### config.mk
export PLATFORM = sky130hd
export DESIGN_NAME = mtDrive
export DESIGN_NICKNAME = d
export VERILOG_FILES = /design/src/source/mtPkg.sv /design/src/source/mtIf.sv /design/src/source/mtBusDecoder.sv /design/src/source/mtCommandDecoder.sv /design/src/source/mtControlRegs.sv /design/src/source/mtStatusRegs.sv /design/src/source/mtReadPort.sv /design/src/source/mtDrive.sv
export SDC_FILE = /design/constraint.sdc
export NUM_CORES = 1
export LEC_CHECK = 0
export BUFFER_PORTS_ARGS = -buffer_cell sky130_fd_sc_hd__clkbuf_2
export CAP_MARGIN = 30
export CORE_UTILIZATION = 30
export DETAILED_ROUTE_END_ITERATION = 12
export HOLD_SLACK_MARGIN = 0.12
export REMOVE_ABC_BUFFERS = 1
export SLEW_MARGIN = 20
export SYNTH_ARGS = -nofsm -noshare
export SYNTH_HDL_FRONTEND = slang
export SYNTH_HIERARCHICAL = 1
export SYNTH_SLANG_ARGS = --single-unit
### constraint.sdc
create_clock -name clk -period 4.57 [get_ports clk]
set_input_delay 0.914 -clock clk [delete_from_list [all_inputs] [get_ports clk]]
set_output_delay 0.914 -clock clk [all_outputs]
set_load 0.02 [all_outputs]
### src/source/mtPkg.sv
// Shared constants, field positions and word types of the TM03/TU77 drive registers
package mtPkg;

   //////////////////////////////
   // Widths
   //////////////////////////////

   localparam int wordWidth   = 16;
   localparam int regSelWidth = 5;
   localparam int unitWidth   = 3;

   // Register addresses on the Massbus register select
   localparam logic [regSelWidth-1:0] regCs1 = 5'd0;
   localparam logic [regSelWidth-1:0] regDs  = 5'd1;
   localparam logic [regSelWidth-1:0] regEr  = 5'd2;
   localparam logic [regSelWidth-1:0] regMr  = 5'd3;
   localparam logic [regSelWidth-1:0] regAs  = 5'd4;
   localparam logic [regSelWidth-1:0] regFc  = 5'd5;
   localparam logic [regSelWidth-1:0] regDt  = 5'd6;
   localparam logic [regSelWidth-1:0] regCc  = 5'd7;
   localparam logic [regSelWidth-1:0] regSn  = 5'd8;
   localparam logic [regSelWidth-1:0] regTc  = 5'd9;

   //////////////////////////////
   // CS1 function codes
   //////////////////////////////

   localparam logic [4:0] funNop        = 5'd0;
   localparam logic [4:0] funUnload     = 5'd1;
   localparam logic [4:0] funRewind     = 5'd3;
   localparam logic [4:0] funDrvClr     = 5'd4;
   localparam logic [4:0] funPreset     = 5'd8;
   localparam logic [4:0] funErase      = 5'd10;
   localparam logic [4:0] funWrTapeMark = 5'd11;
   localparam logic [4:0] funSpcFwd     = 5'd12;
   localparam logic [4:0] funSpcRev     = 5'd13;
   localparam logic [4:0] funWrChkFwd   = 5'd20;
   localparam logic [4:0] funWrChkRev   = 5'd23;
   localparam logic [4:0] funWrFwd      = 5'd24;
   localparam logic [4:0] funRdFwd      = 5'd28;
   localparam logic [4:0] funRdRev      = 5'd31;

   // Bit positions
   localparam int cs1Dry  = 7;
   localparam int dsAta   = 15;
   localparam int dsErr   = 14;
   localparam int dsMol   = 12;
   localparam int dsWrl   = 11;
   localparam int dsDpr   = 8;
   localparam int dsDry   = 7;
   localparam int erIlf   = 0;
   localparam int erPar   = 3;
   localparam int tcFcs   = 12;
   localparam int mrMaint = 0;
   localparam int mrOpLsb = 1;
   localparam int mrOpMsb = 4;

   // Maintenance op requesting even parity
   localparam logic [3:0] mrOpEvenPar = 4'd1;

   // Read-only identity words
   localparam logic [wordWidth-1:0] drvType   = 16'o142054;
   localparam logic [wordWidth-1:0] drvSerial = 16'h0001;

   //////////////////////////////
   // Written word views
   //////////////////////////////

   typedef struct packed {
      logic [wordWidth-7:0] rsvd;
      logic [4:0]           fun;
      logic                 go;
   } mtCs1View;

   // One attention bit per drive
   typedef struct packed {
      logic [wordWidth-9:0] rsvd;
      logic [7:0]           ata;
   } mtAttnView;

   typedef union packed {
      mtCs1View               ctl;
      mtAttnView              attn;
      logic [wordWidth-1:0]   raw;
   } mtWord;

endpackage

### src/source/mtIf.sv
// Interfaces carrying the decoded bus strobes and the command pulses of the drive

interface mtBusIf;
   import mtPkg::*;

   // Write strobes, one cycle each
   logic                   wrCs1;
   logic                   wrFc;
   logic                   wrMr;
   logic                   wrTc;
   logic                   wrAs;

   // Read strobe and its register select
   logic                   rd;
   logic [regSelWidth-1:0] rdSel;

   // Written word and side signals
   mtWord                  wrData;
   logic                   parErr;
   logic                   initReg;

   modport decoder (output wrCs1, wrFc, wrMr, wrTc, wrAs, rd, rdSel, wrData, parErr, initReg);
   modport cmd     (input wrCs1, wrAs, wrData, parErr);
   modport regs    (input wrCs1, wrFc, wrMr, wrTc, wrData, parErr, initReg);
   modport reader  (input rd, rdSel);
endinterface

interface mtCmdIf;
   // Decoded command pulses
   logic go;
   logic illegalFun;
   logic drvClr;
   logic preset;
   logic clrAttn;
   logic setAttn;

   modport source (output go, illegalFun, drvClr, preset, clrAttn, setAttn);
   modport sink   (input go, illegalFun, drvClr, preset, clrAttn, setAttn);
endinterface

### src/source/mtBusDecoder.sv
// Bus decoder that selects unit 0 and registers the decoded write and read strobes
module mtBusDecoder (
   input  logic                          clk,
   input  logic                          rst,
   input  logic                          init,
   input  logic [mtPkg::unitWidth-1:0]   unit,
   input  logic                          parityTest,
   input  logic                          write,
   input  logic                          read,
   input  logic [mtPkg::regSelWidth-1:0] regSel,
   input  logic [mtPkg::wordWidth-1:0]   dataIn,
   mtBusIf.decoder                       bus
);
   import mtPkg::*;

   logic select;
   logic wrSel;
   logic parReg;

   // Only drive 0 exists
   assign select = (unit == '0);
   assign wrSel  = write & select;

   // Registers covered by the parity test
   assign parReg = (regSel == regFc) | (regSel == regCc) |
                   (regSel == regMr) | (regSel == regTc);

   //////////////////////////////
   // Strobe pipeline stage
   //////////////////////////////

   always_ff @(posedge clk) begin
      if (rst) begin
         bus.wrCs1   <= 1'b0;
         bus.wrFc    <= 1'b0;
         bus.wrMr    <= 1'b0;
         bus.wrTc    <= 1'b0;
         bus.wrAs    <= 1'b0;
         bus.rd      <= 1'b0;
         bus.parErr  <= 1'b0;
         bus.initReg <= 1'b0;
      end else begin
         // Bad parity on CS1 drops the whole command
         bus.wrCs1   <= wrSel & (regSel == regCs1) & ~parityTest;
         bus.wrFc    <= wrSel & (regSel == regFc);
         bus.wrMr    <= wrSel & (regSel == regMr);
         bus.wrTc    <= wrSel & (regSel == regTc);
         bus.wrAs    <= wrSel & (regSel == regAs);
         bus.rd      <= read & select;
         // Write still lands, error is flagged
         bus.parErr  <= wrSel & parReg & parityTest;
         bus.initReg <= init;
      end
   end

   // Payload travels alongside the strobes
   always_ff @(posedge clk) begin
      bus.rdSel  <= regSel;
      bus.wrData <= dataIn;
   end

endmodule

### src/source/mtCommandDecoder.sv
// Command decoder for CS1 GO writes and attention summary writes
module mtCommandDecoder (
   mtBusIf.cmd    bus,
   input  logic   errActive,
   mtCmdIf.source cmd
);
   import mtPkg::*;

   logic       go;
   logic [4:0] fun;
   logic       legalFun;
   logic       attnFun;

   // GO bit of a good CS1 write
   assign go  = bus.wrCs1 & bus.wrData.ctl.go;
   assign fun = bus.wrData.ctl.fun;

   //////////////////////////////
   // Function table
   //////////////////////////////

   always_comb begin
      legalFun = 1'b0;
      attnFun  = 1'b0;
      case (fun)
         // Accepted with no tape motion behind them
         funNop, funDrvClr, funPreset,
         funWrChkFwd, funWrChkRev, funWrFwd, funRdFwd, funRdRev: begin
            legalFun = 1'b1;
         end
         // Positioning commands end with attention
         funUnload, funRewind, funErase, funWrTapeMark, funSpcFwd, funSpcRev: begin
            legalFun = 1'b1;
            attnFun  = 1'b1;
         end
         default: begin
            legalFun = 1'b0;
         end
      endcase
   end

   assign cmd.go         = go;
   assign cmd.illegalFun = go & ~legalFun;
   assign cmd.drvClr     = go & (fun == funDrvClr);
   assign cmd.preset     = go & (fun == funPreset);
   assign cmd.setAttn    = go & attnFun;

   // Clean GO or AS write for drive 0
   assign cmd.clrAttn = (go & ~errActive) | (bus.wrAs & bus.wrData.attn.ata[0]);

endmodule

### src/source/mtControlRegs.sv
// Writable drive registers CS1, FC, MR and TC with the parity inversion request
module mtControlRegs (
   input  logic                        clk,
   input  logic                        rst,
   mtBusIf.regs                        bus,
   mtCmdIf.sink                        cmd,
   output logic [mtPkg::wordWidth-1:0] cs1,
   output logic [mtPkg::wordWidth-1:0] fc,
   output logic [mtPkg::wordWidth-1:0] mr,
   output logic [mtPkg::wordWidth-1:0] tc,
   output logic                        invertParity
);
   import mtPkg::*;

   logic [4:0] cs1Fun;

   //////////////////////////////
   // CS1
   //////////////////////////////

   // Only the function field is kept
   always_ff @(posedge clk) begin
      if (rst) begin
         cs1Fun <= '0;
      end else if (bus.wrCs1) begin
         cs1Fun <= bus.wrData.ctl.fun;
      end
   end

   // GO never reads back, drive always ready
   always_comb begin
      cs1         = '0;
      cs1[5:1]    = cs1Fun;
      cs1[cs1Dry] = 1'b1;
   end

   // Frame count and maintenance
   always_ff @(posedge clk) begin
      if (rst) begin
         fc <= '0;
         mr <= '0;
      end else begin
         if (bus.wrFc) begin
            fc <= bus.wrData.raw;
         end
         if (bus.wrMr) begin
            mr <= bus.wrData.raw;
         end
      end
   end

   //////////////////////////////
   // Tape control
   //////////////////////////////

   always_ff @(posedge clk) begin
      if (rst || bus.initReg || cmd.preset) begin
         tc <= '0;
      end else if (bus.wrTc) begin
         tc <= bus.wrData.raw;
      end else if (bus.wrFc) begin
         // Frame count loaded
         tc[tcFcs] <= 1'b1;
      end
   end

   // Maintenance mode with even parity op
   assign invertParity = mr[mrMaint] & (mr[mrOpMsb:mrOpLsb] == mrOpEvenPar);

endmodule

### src/source/mtStatusRegs.sv
// Error register and drive status with the attention flag
module mtStatusRegs (
   input  logic                        clk,
   input  logic                        rst,
   mtBusIf.regs                        bus,
   mtCmdIf.sink                        cmd,
   input  logic                        mediaOnline,
   input  logic                        writeLock,
   input  logic                        drivePresent,
   output logic [mtPkg::wordWidth-1:0] er,
   output logic [mtPkg::wordWidth-1:0] ds,
   output logic                        errActive
);
   import mtPkg::*;

   logic [wordWidth-1:0] erSet;
   logic                 newErr;
   logic                 ata;
   logic                 driveClear;

   // Error sources this cycle
   always_comb begin
      erSet        = '0;
      erSet[erIlf] = cmd.illegalFun;
      erSet[erPar] = bus.parErr;
   end

   assign newErr     = |erSet;
   assign driveClear = bus.initReg | cmd.drvClr;

   //////////////////////////////
   // Error register
   //////////////////////////////

   always_ff @(posedge clk) begin
      if (rst || driveClear) begin
         er <= '0;
      end else begin
         er <= er | erSet;
      end
   end

   assign errActive = |er;

   // Attention flag in priority order
   always_ff @(posedge clk) begin
      if (rst || driveClear) begin
         ata <= 1'b0;
      end else if (cmd.setAttn || newErr || (cmd.go && errActive)) begin
         // GO with an error pending raises attention again
         ata <= 1'b1;
      end else if (cmd.clrAttn) begin
         ata <= 1'b0;
      end
   end

   //////////////////////////////
   // Drive status word
   //////////////////////////////

   always_comb begin
      ds        = '0;
      ds[dsAta] = ata;
      ds[dsErr] = errActive;
      ds[dsMol] = mediaOnline;
      ds[dsWrl] = writeLock;
      ds[dsDpr] = drivePresent;
      // No tape motion so always ready
      ds[dsDry] = 1'b1;
   end

endmodule

### src/source/mtReadPort.sv
// Read port with the registered register multiplexer and the attention output
module mtReadPort (
   input  logic                        clk,
   input  logic                        rst,
   mtBusIf.reader                      bus,
   input  logic [mtPkg::wordWidth-1:0] cs1,
   input  logic [mtPkg::wordWidth-1:0] fc,
   input  logic [mtPkg::wordWidth-1:0] mr,
   input  logic [mtPkg::wordWidth-1:0] tc,
   input  logic [mtPkg::wordWidth-1:0] er,
   input  logic [mtPkg::wordWidth-1:0] ds,
   output logic [mtPkg::wordWidth-1:0] dataOut,
   output logic                        dataValid,
   output logic                        attention
);
   import mtPkg::*;

   logic [wordWidth-1:0] rdWord;

   //////////////////////////////
   // Register select
   //////////////////////////////

   always_comb begin
      case (bus.rdSel)
         regCs1:  rdWord = cs1;
         regDs:   rdWord = ds;
         regEr:   rdWord = er;
         regMr:   rdWord = mr;
         // Summary holds drive 0 only
         regAs:   rdWord = {{(wordWidth-1){1'b0}}, ds[dsAta]};
         regFc:   rdWord = fc;
         regDt:   rdWord = drvType;
         regSn:   rdWord = drvSerial;
         regTc:   rdWord = tc;
         // CC and unused slots
         default: rdWord = '0;
      endcase
   end

   // Capture on the read strobe
   always_ff @(posedge clk) begin
      if (bus.rd) begin
         dataOut <= rdWord;
      end
   end

   always_ff @(posedge clk) begin
      if (rst) begin
         dataValid <= 1'b0;
      end else begin
         dataValid <= bus.rd;
      end
   end

   assign attention = ds[dsAta];

endmodule

### src/source/mtDrive.sv
// Top level of the TM03/TU77 drive 0 register set on a plain strobe bus
module mtDrive (
   input  logic                          clk,
   input  logic                          rst,
   input  logic                          init,
   input  logic [mtPkg::unitWidth-1:0]   unit,
   input  logic                          parityTest,
   input  logic                          write,
   input  logic                          read,
   input  logic [mtPkg::regSelWidth-1:0] regSel,
   input  logic [mtPkg::wordWidth-1:0]   dataIn,
   input  logic                          mediaOnline,
   input  logic                          writeLock,
   input  logic                          drivePresent,
   output logic [mtPkg::wordWidth-1:0]   dataOut,
   output logic                          dataValid,
   output logic                          attention,
   output logic                          invertParity
);
   import mtPkg::*;

   logic [wordWidth-1:0] cs1;
   logic [wordWidth-1:0] fc;
   logic [wordWidth-1:0] mr;
   logic [wordWidth-1:0] tc;
   logic [wordWidth-1:0] er;
   logic [wordWidth-1:0] ds;
   logic                 errActive;

   mtBusIf busIf ();
   mtCmdIf cmdIf ();

   //////////////////////////////
   // Input side
   //////////////////////////////

   mtBusDecoder busDecoder_i (
      .clk        (clk),
      .rst        (rst),
      .init       (init),
      .unit       (unit),
      .parityTest (parityTest),
      .write      (write),
      .read       (read),
      .regSel     (regSel),
      .dataIn     (dataIn),
      .bus        (busIf.decoder)
   );

   mtCommandDecoder commandDecoder_i (
      .bus       (busIf.cmd),
      .errActive (errActive),
      .cmd       (cmdIf.source)
   );

   // Register file
   mtControlRegs controlRegs_i (
      .clk          (clk),
      .rst          (rst),
      .bus          (busIf.regs),
      .cmd          (cmdIf.sink),
      .cs1          (cs1),
      .fc           (fc),
      .mr           (mr),
      .tc           (tc),
      .invertParity (invertParity)
   );

   mtStatusRegs statusRegs_i (
      .clk          (clk),
      .rst          (rst),
      .bus          (busIf.regs),
      .cmd          (cmdIf.sink),
      .mediaOnline  (mediaOnline),
      .writeLock    (writeLock),
      .drivePresent (drivePresent),
      .er           (er),
      .ds           (ds),
      .errActive    (errActive)
   );

   // Output side
   mtReadPort readPort_i (
      .clk       (clk),
      .rst       (rst),
      .bus       (busIf.reader),
      .cs1       (cs1),
      .fc        (fc),
      .mr        (mr),
      .tc        (tc),
      .er        (er),
      .ds        (ds),
      .dataOut   (dataOut),
      .dataValid (dataValid),
      .attention (attention)
   );

endmodule

# After elaboration in Yosys (flattened, before gate mapping)
# Cells that the tools add are included.
# word_totals
register_bits	116
in_bits	33
out_inout_bits	19
wordCells	96
# op_classes
eq_ne	27
muxes	7
n_bitwise	27
reduce_logical	16
# ops
op	count
$pmux W16 S9	1
$eq A5 B4 Y1 const B	8
$eq A5 B3 Y1 const B	7
$eq A5 B5 Y1 const B	5
$eq A5 B2 Y1 const B	4
$and A1 B1 Y1	18
$or A16 B4 Y16	1
$reduce_or A16 Y1	1
$logic_not A5 Y1	3
$reduce_or A14 Y1	1
$eq A5 B1 Y1 const B	2
$mux W1	6
$reduce_or A6 Y1	1
$logic_or A1 B1 Y1	5
$or A1 B1 Y1	5
$eq A4 B1 Y1 const B	1
$reduce_bool A2 Y1	2
$logic_not A3 Y1	1
$not A1 Y1	3
$reduce_or A2 Y1	1
$logic_and A1 B1 Y1	1

# Logic depth before layout (Yosys ltp)
# logic_depth
depth_word	9
ltp_mapped	7

# Modules after synthesis
# Netlist, hierarchy kept.
# modules_own_cells
module	n_inst	cells_each	area_per_inst_um2	seq_area_each_um2
mtControlRegs	1	189	1979.4	1061.0
mtReadPort	1	140	1411.4	500.5
mtBusDecoder	1	47	719.4	580.6
mtStatusRegs	1	45	347.8	60.1
mtCommandDecoder	1	20	142.6	0.0

# Worst setup path after synthesis
# OpenSTA, ideal clock, no wires.
# synth_timing
kind	reg-to-output
start	register controlRegs_i/mr[2] in the netlist's numbering
end	output port invertParity
arrival_ps	1026
required_ps	3656
path_slack_ps	2630
stages_incl_launch_ff	2
n_path_buf	0
cell_sequence	dfxtp_1 nor4_1
# synth_via
elab_chain_cells	2
# synth_rtl
element	line_no	source
start, declared	mtControlRegs.sv:9	output logic [mtPkg::wordWidth-1:0] mr,
start signal, assigned	mtControlRegs.sv:47	mr <= bus.wrData.raw;
$eq A4 B1 Y1	mtControlRegs.sv:68	assign invertParity = mr[mrMaint] & (mr[mrOpMsb:mrOpLsb] == mrOpEvenPar);
$and A1 B1 Y1	mtControlRegs.sv:68	
end, declared	mtDrive.sv:18	output logic invertParity
# Every way passes these cells.

# Worst setup path in the final report
# layout_timing
start	register busDecoder_i.bus.wrCs1
end	register controlRegs_i/tc[12] in the netlist's numbering
# layout_via
elab_chain_cells	3
# layout_rtl
element	line_no	source
start, declared	mtIf.sv:22	modport decoder (output wrCs1, wrFc, wrMr, wrTc, wrAs, rd, rdSel, wrData, parErr, initReg);
start signal, assigned	mtBusDecoder.sv:44	bus.wrCs1 <= wrSel & (regSel == regCs1) & ~parityTest;
$and A1 B1 Y1	mtCommandDecoder.sv:15	assign go = bus.wrCs1 & bus.wrData.ctl.go;
$and A1 B1 Y1	mtCommandDecoder.sv:45	assign cmd.preset = go & (fun == funPreset);
named net cmdIf.preset	mtIf.sv:33	logic preset;
$logic_or A1 B1 Y1	mtControlRegs.sv:57	if (rst || bus.initReg || cmd.preset) begin
end signal, assigned	mtControlRegs.sv:60	tc <= bus.wrData.raw;
end, declared	mtControlRegs.sv:10	output logic [mtPkg::wordWidth-1:0] tc,
# The timed path passes the listed nets, and every way through them passes these cells.
# A chain may end at the register's enable or synchronous reset.

==> reports/metrics.yaml <==
clock_tree:
  cts-root-buf: "clkbuf_16"
  numCtsBuffers: 9
  cts_tree: "yes"
  cts_setup_buffers: 0
  clockBufferDepth: 2
  hold_buffers: 0
  cts_resized: 0
  clock-sinks: 102
  clkTransAtPathRegs_ps: 60
  clk_latency_ps: 350
  cts_max_level: 3
outcome:
  status: "completed"
pwr:
  power_frac_clock_pct: 41.7
  leakage_nw: 1.98
  power_frac_comb_pct: 5.2
  power_density_nw_per_um2: 348
  switching_share_pct: 22.2
  ir_drop_mv: 0.257
  internal_power_mw: 1.38
  power_switching_uw: 395
  p_seq_share_pct: 53.1
floorplanning:
  die_h_um: 126
  initial_core_util_pct: 31.2
  die_x_um: 126
  core_um2: 14800
  io_pins: 52
  dieArea_um2: 15800
  rows: 44
global_routing:
  grt_pass1_wl_um: 15800
  antenna_found_initial: 0
  grt_pass1_vias: 3000
  grt_max_degree: 43
  grt.overflow.total: 0
  grtUsageTotal_pct: 12.9
logic_synthesis:
  synth_top_cells_by_count: "dfxtp_1 (86), mux2i_1 (76), nor2_1 (74), buf_4 (48), edfxtp_1 (16)"
  synth-xor-area-share_pct: 0.761
  synth_compound_area_share_pct: 7.21
  synth_area_leaders: "dfxtp_1 (37%), mux2i_1 (17%), edfxtp_1 (10%)"
  synth_edf_count: 16
  seq_area_frac_synth_pct: 47.9
  synth_largest_area_cell: "dfxtp_1"
  synth_cells: 441
  synth_ff_type: "dfxtp_1"
  muxShareOfSynthArea_pct: 18.2
  ys_seq_elements: 102
  yosysMostFrequentCell: "dfxtp_1"
  synthSimpleGateAreaFrac_pct: 14.9
  synthAdderAreaFrac_pct: 0
  synth_top_family_by_area: "multiplexers"
  synthArstFlopShare_pct: 0
  yosysUniqueCellTypes: 53
  postSynthAreaPerCell_um2: 10.4
  yosysTopAreaCellShare_pct: 37.4
  synth_area_um2: 4600
  yosysWarnings: 6
critical_path:
  startpoint_type: "flop"
  slowest_stage: "dfxtp_1"
  path_buf_inv: 0
  worstSetupPathType: "reg2reg"
  required_ps: 4770
  crit_chain: "nand2_1 -> or4_4 -> nor3b_2 -> or3_1 -> nor3_1"
  critPathArrivalTime_ps: 2450
  crit_path_max_incr_delay_ps: 590
  crit_family: "simple AND/OR/NAND/NOR gates"
  critPathCaptureType: "flop"
  path_max_fanout: 16
timing:
  period_share_pct: 49.2
  finalMaxSlewViolations: 0
  fmax_mhz: 445
  worstMarginPinSlew_ps: 883
  setup_tns_ps: 0
  relSlewSlack_pct: 41.1
  rsz0062_at_grt: "false"
  fin_crit_ps: 2250
  whs_ps: 494
  finalHoldViolCount: 0
  finalSetupViolations: 0
  finClkSkew_ps: 9.52
flow_run:
  maxCapViolCount: 0
cells_and_area:
  antenna_cells: 0
  seqCellArea_um2: 2200
  layout.nets: 508
  multi_input_area_um2: 2020
  area_delta_synth_final_pct: 11.3
  fill_cells: 1499
  final_area_um2: 5120
  drive_gt1_share_pct: 17.7
routing:
  first_pass_iters: 4
  via_count: 3043
  initialDrtViolationCount: 193
  routed_wl_um: 9780
  routed_via_density: 4.59
  postRouteAntennaNets: 0
  routedWlPerCell_um: 14.7
  post-route-drc-count: 0
placed_design:
  dp_hpwl_um: 6930
  numPortBuffers: 51
  gp_congestion: 0.765
  placed_area_um2: 4800
hold_path:
  hp-class: "reg2reg"
layout by cell type, fill, tap and decap left out, drive strengths merged, types with 4 or more instances in the layout:
cell type / n
o22ai: 9
inv: 7
nand2: 14
o21ai: 9
nor4: 6
a211o: 4
a21oi: 6
conb: 36
nor3b: 5
buf: 6
clkbuf: 60
nor2b: 5
mux2i: 76
a221o: 6
nor2: 74
edfxtp: 16
nor3: 7
dfxtp: 86
worst min-delay path: stages, from the launching register on:
cell	delay, ps
dfxtp_1	330
mux2i_1	60
nor2_1	70
area by class of cell:
type,instances,share of cell area [%]
clock buffers,9,4.40
repair buffers,57,6.94
inverters,6,0.440
flip-flops and latches,102,43.0
multi-input cells,299,39.5
well taps,184,4.50
clock inverters,6,1.22
power groups by stage:
stage | sequential [mW] | combinational (mW) | clock [mW]
after floorplan | 0.964 | 0.0451 | 0
after global placement | 0.968 | 0.0841 | 0
after detailed placement | 0.968 | 0.0857 | 0
after CTS | 0.948 | 0.0859 | 0.764
after global routing | 0.947 | 0.102 | 0.804
final | 0.945 | 0.0918 | 0.743
metal layers:
metal,track usage [%],part of all wire (%),up-vias
li1,-,-,1536
met1,16.9,48,1427
met2,20.9,47,70
met3,3.48,4.8,10
met4,3.69,1.1,0
met5,0,0,-
state kept, by name, summed over array words and instances (netlist names), 2 cells and up:
| register | cells |
|---|---|
| controlRegs_i/fc | 16 |
| controlRegs_i/cs1Fun | 5 |
| controlRegs_i/tc | 16 |
| busDecoder_i/bus.rdSel | 5 |
| readPort_i/dataOut | 16 |
| busDecoder_i/bus.wrData | 16 |
| controlRegs_i/mr | 16 |
| statusRegs_i/er | 2 |
stage by stage:
step           power (mW)  utilization, %  instances  setup WS, ps
2_1_floorplan        1.01               -        407          2630
3_3_place_gp         1.05            32.1        643          1900
3_5_place_dp         1.05            32.5        646          1850
4_1_cts              1.80            34.5        661          2210
5_1_grt              1.85            34.7        663          2200
6_report             1.78            34.7        663          2320
logic make-up (layout without fill, tap and decap cells):
logic type	Yosys count	count (layout)
xor+xnor	4	4
mux	80	80
simple gates	132	132
flops	102	102
compound gates	47	47
buf+inv	72	78
other cells	4	36
final timing paths:
kind / start / to / slack, ps / cells past startpoint
worst max-delay path: busDecoder_i/bus.wrCs1 / controlRegs_i/tc[12] / 2320 / 5
worst min-delay path: controlRegs_i/cs1Fun[2] / controlRegs_i/cs1Fun[2] / 490 / 2
worst max register to register: busDecoder_i/bus.wrCs1 / controlRegs_i/tc[12] / 2320 / 5
worst min register to register: controlRegs_i/cs1Fun[2] / controlRegs_i/cs1Fun[2] / 490 / 2
Note: power is estimated with default switching activity, not from simulation.
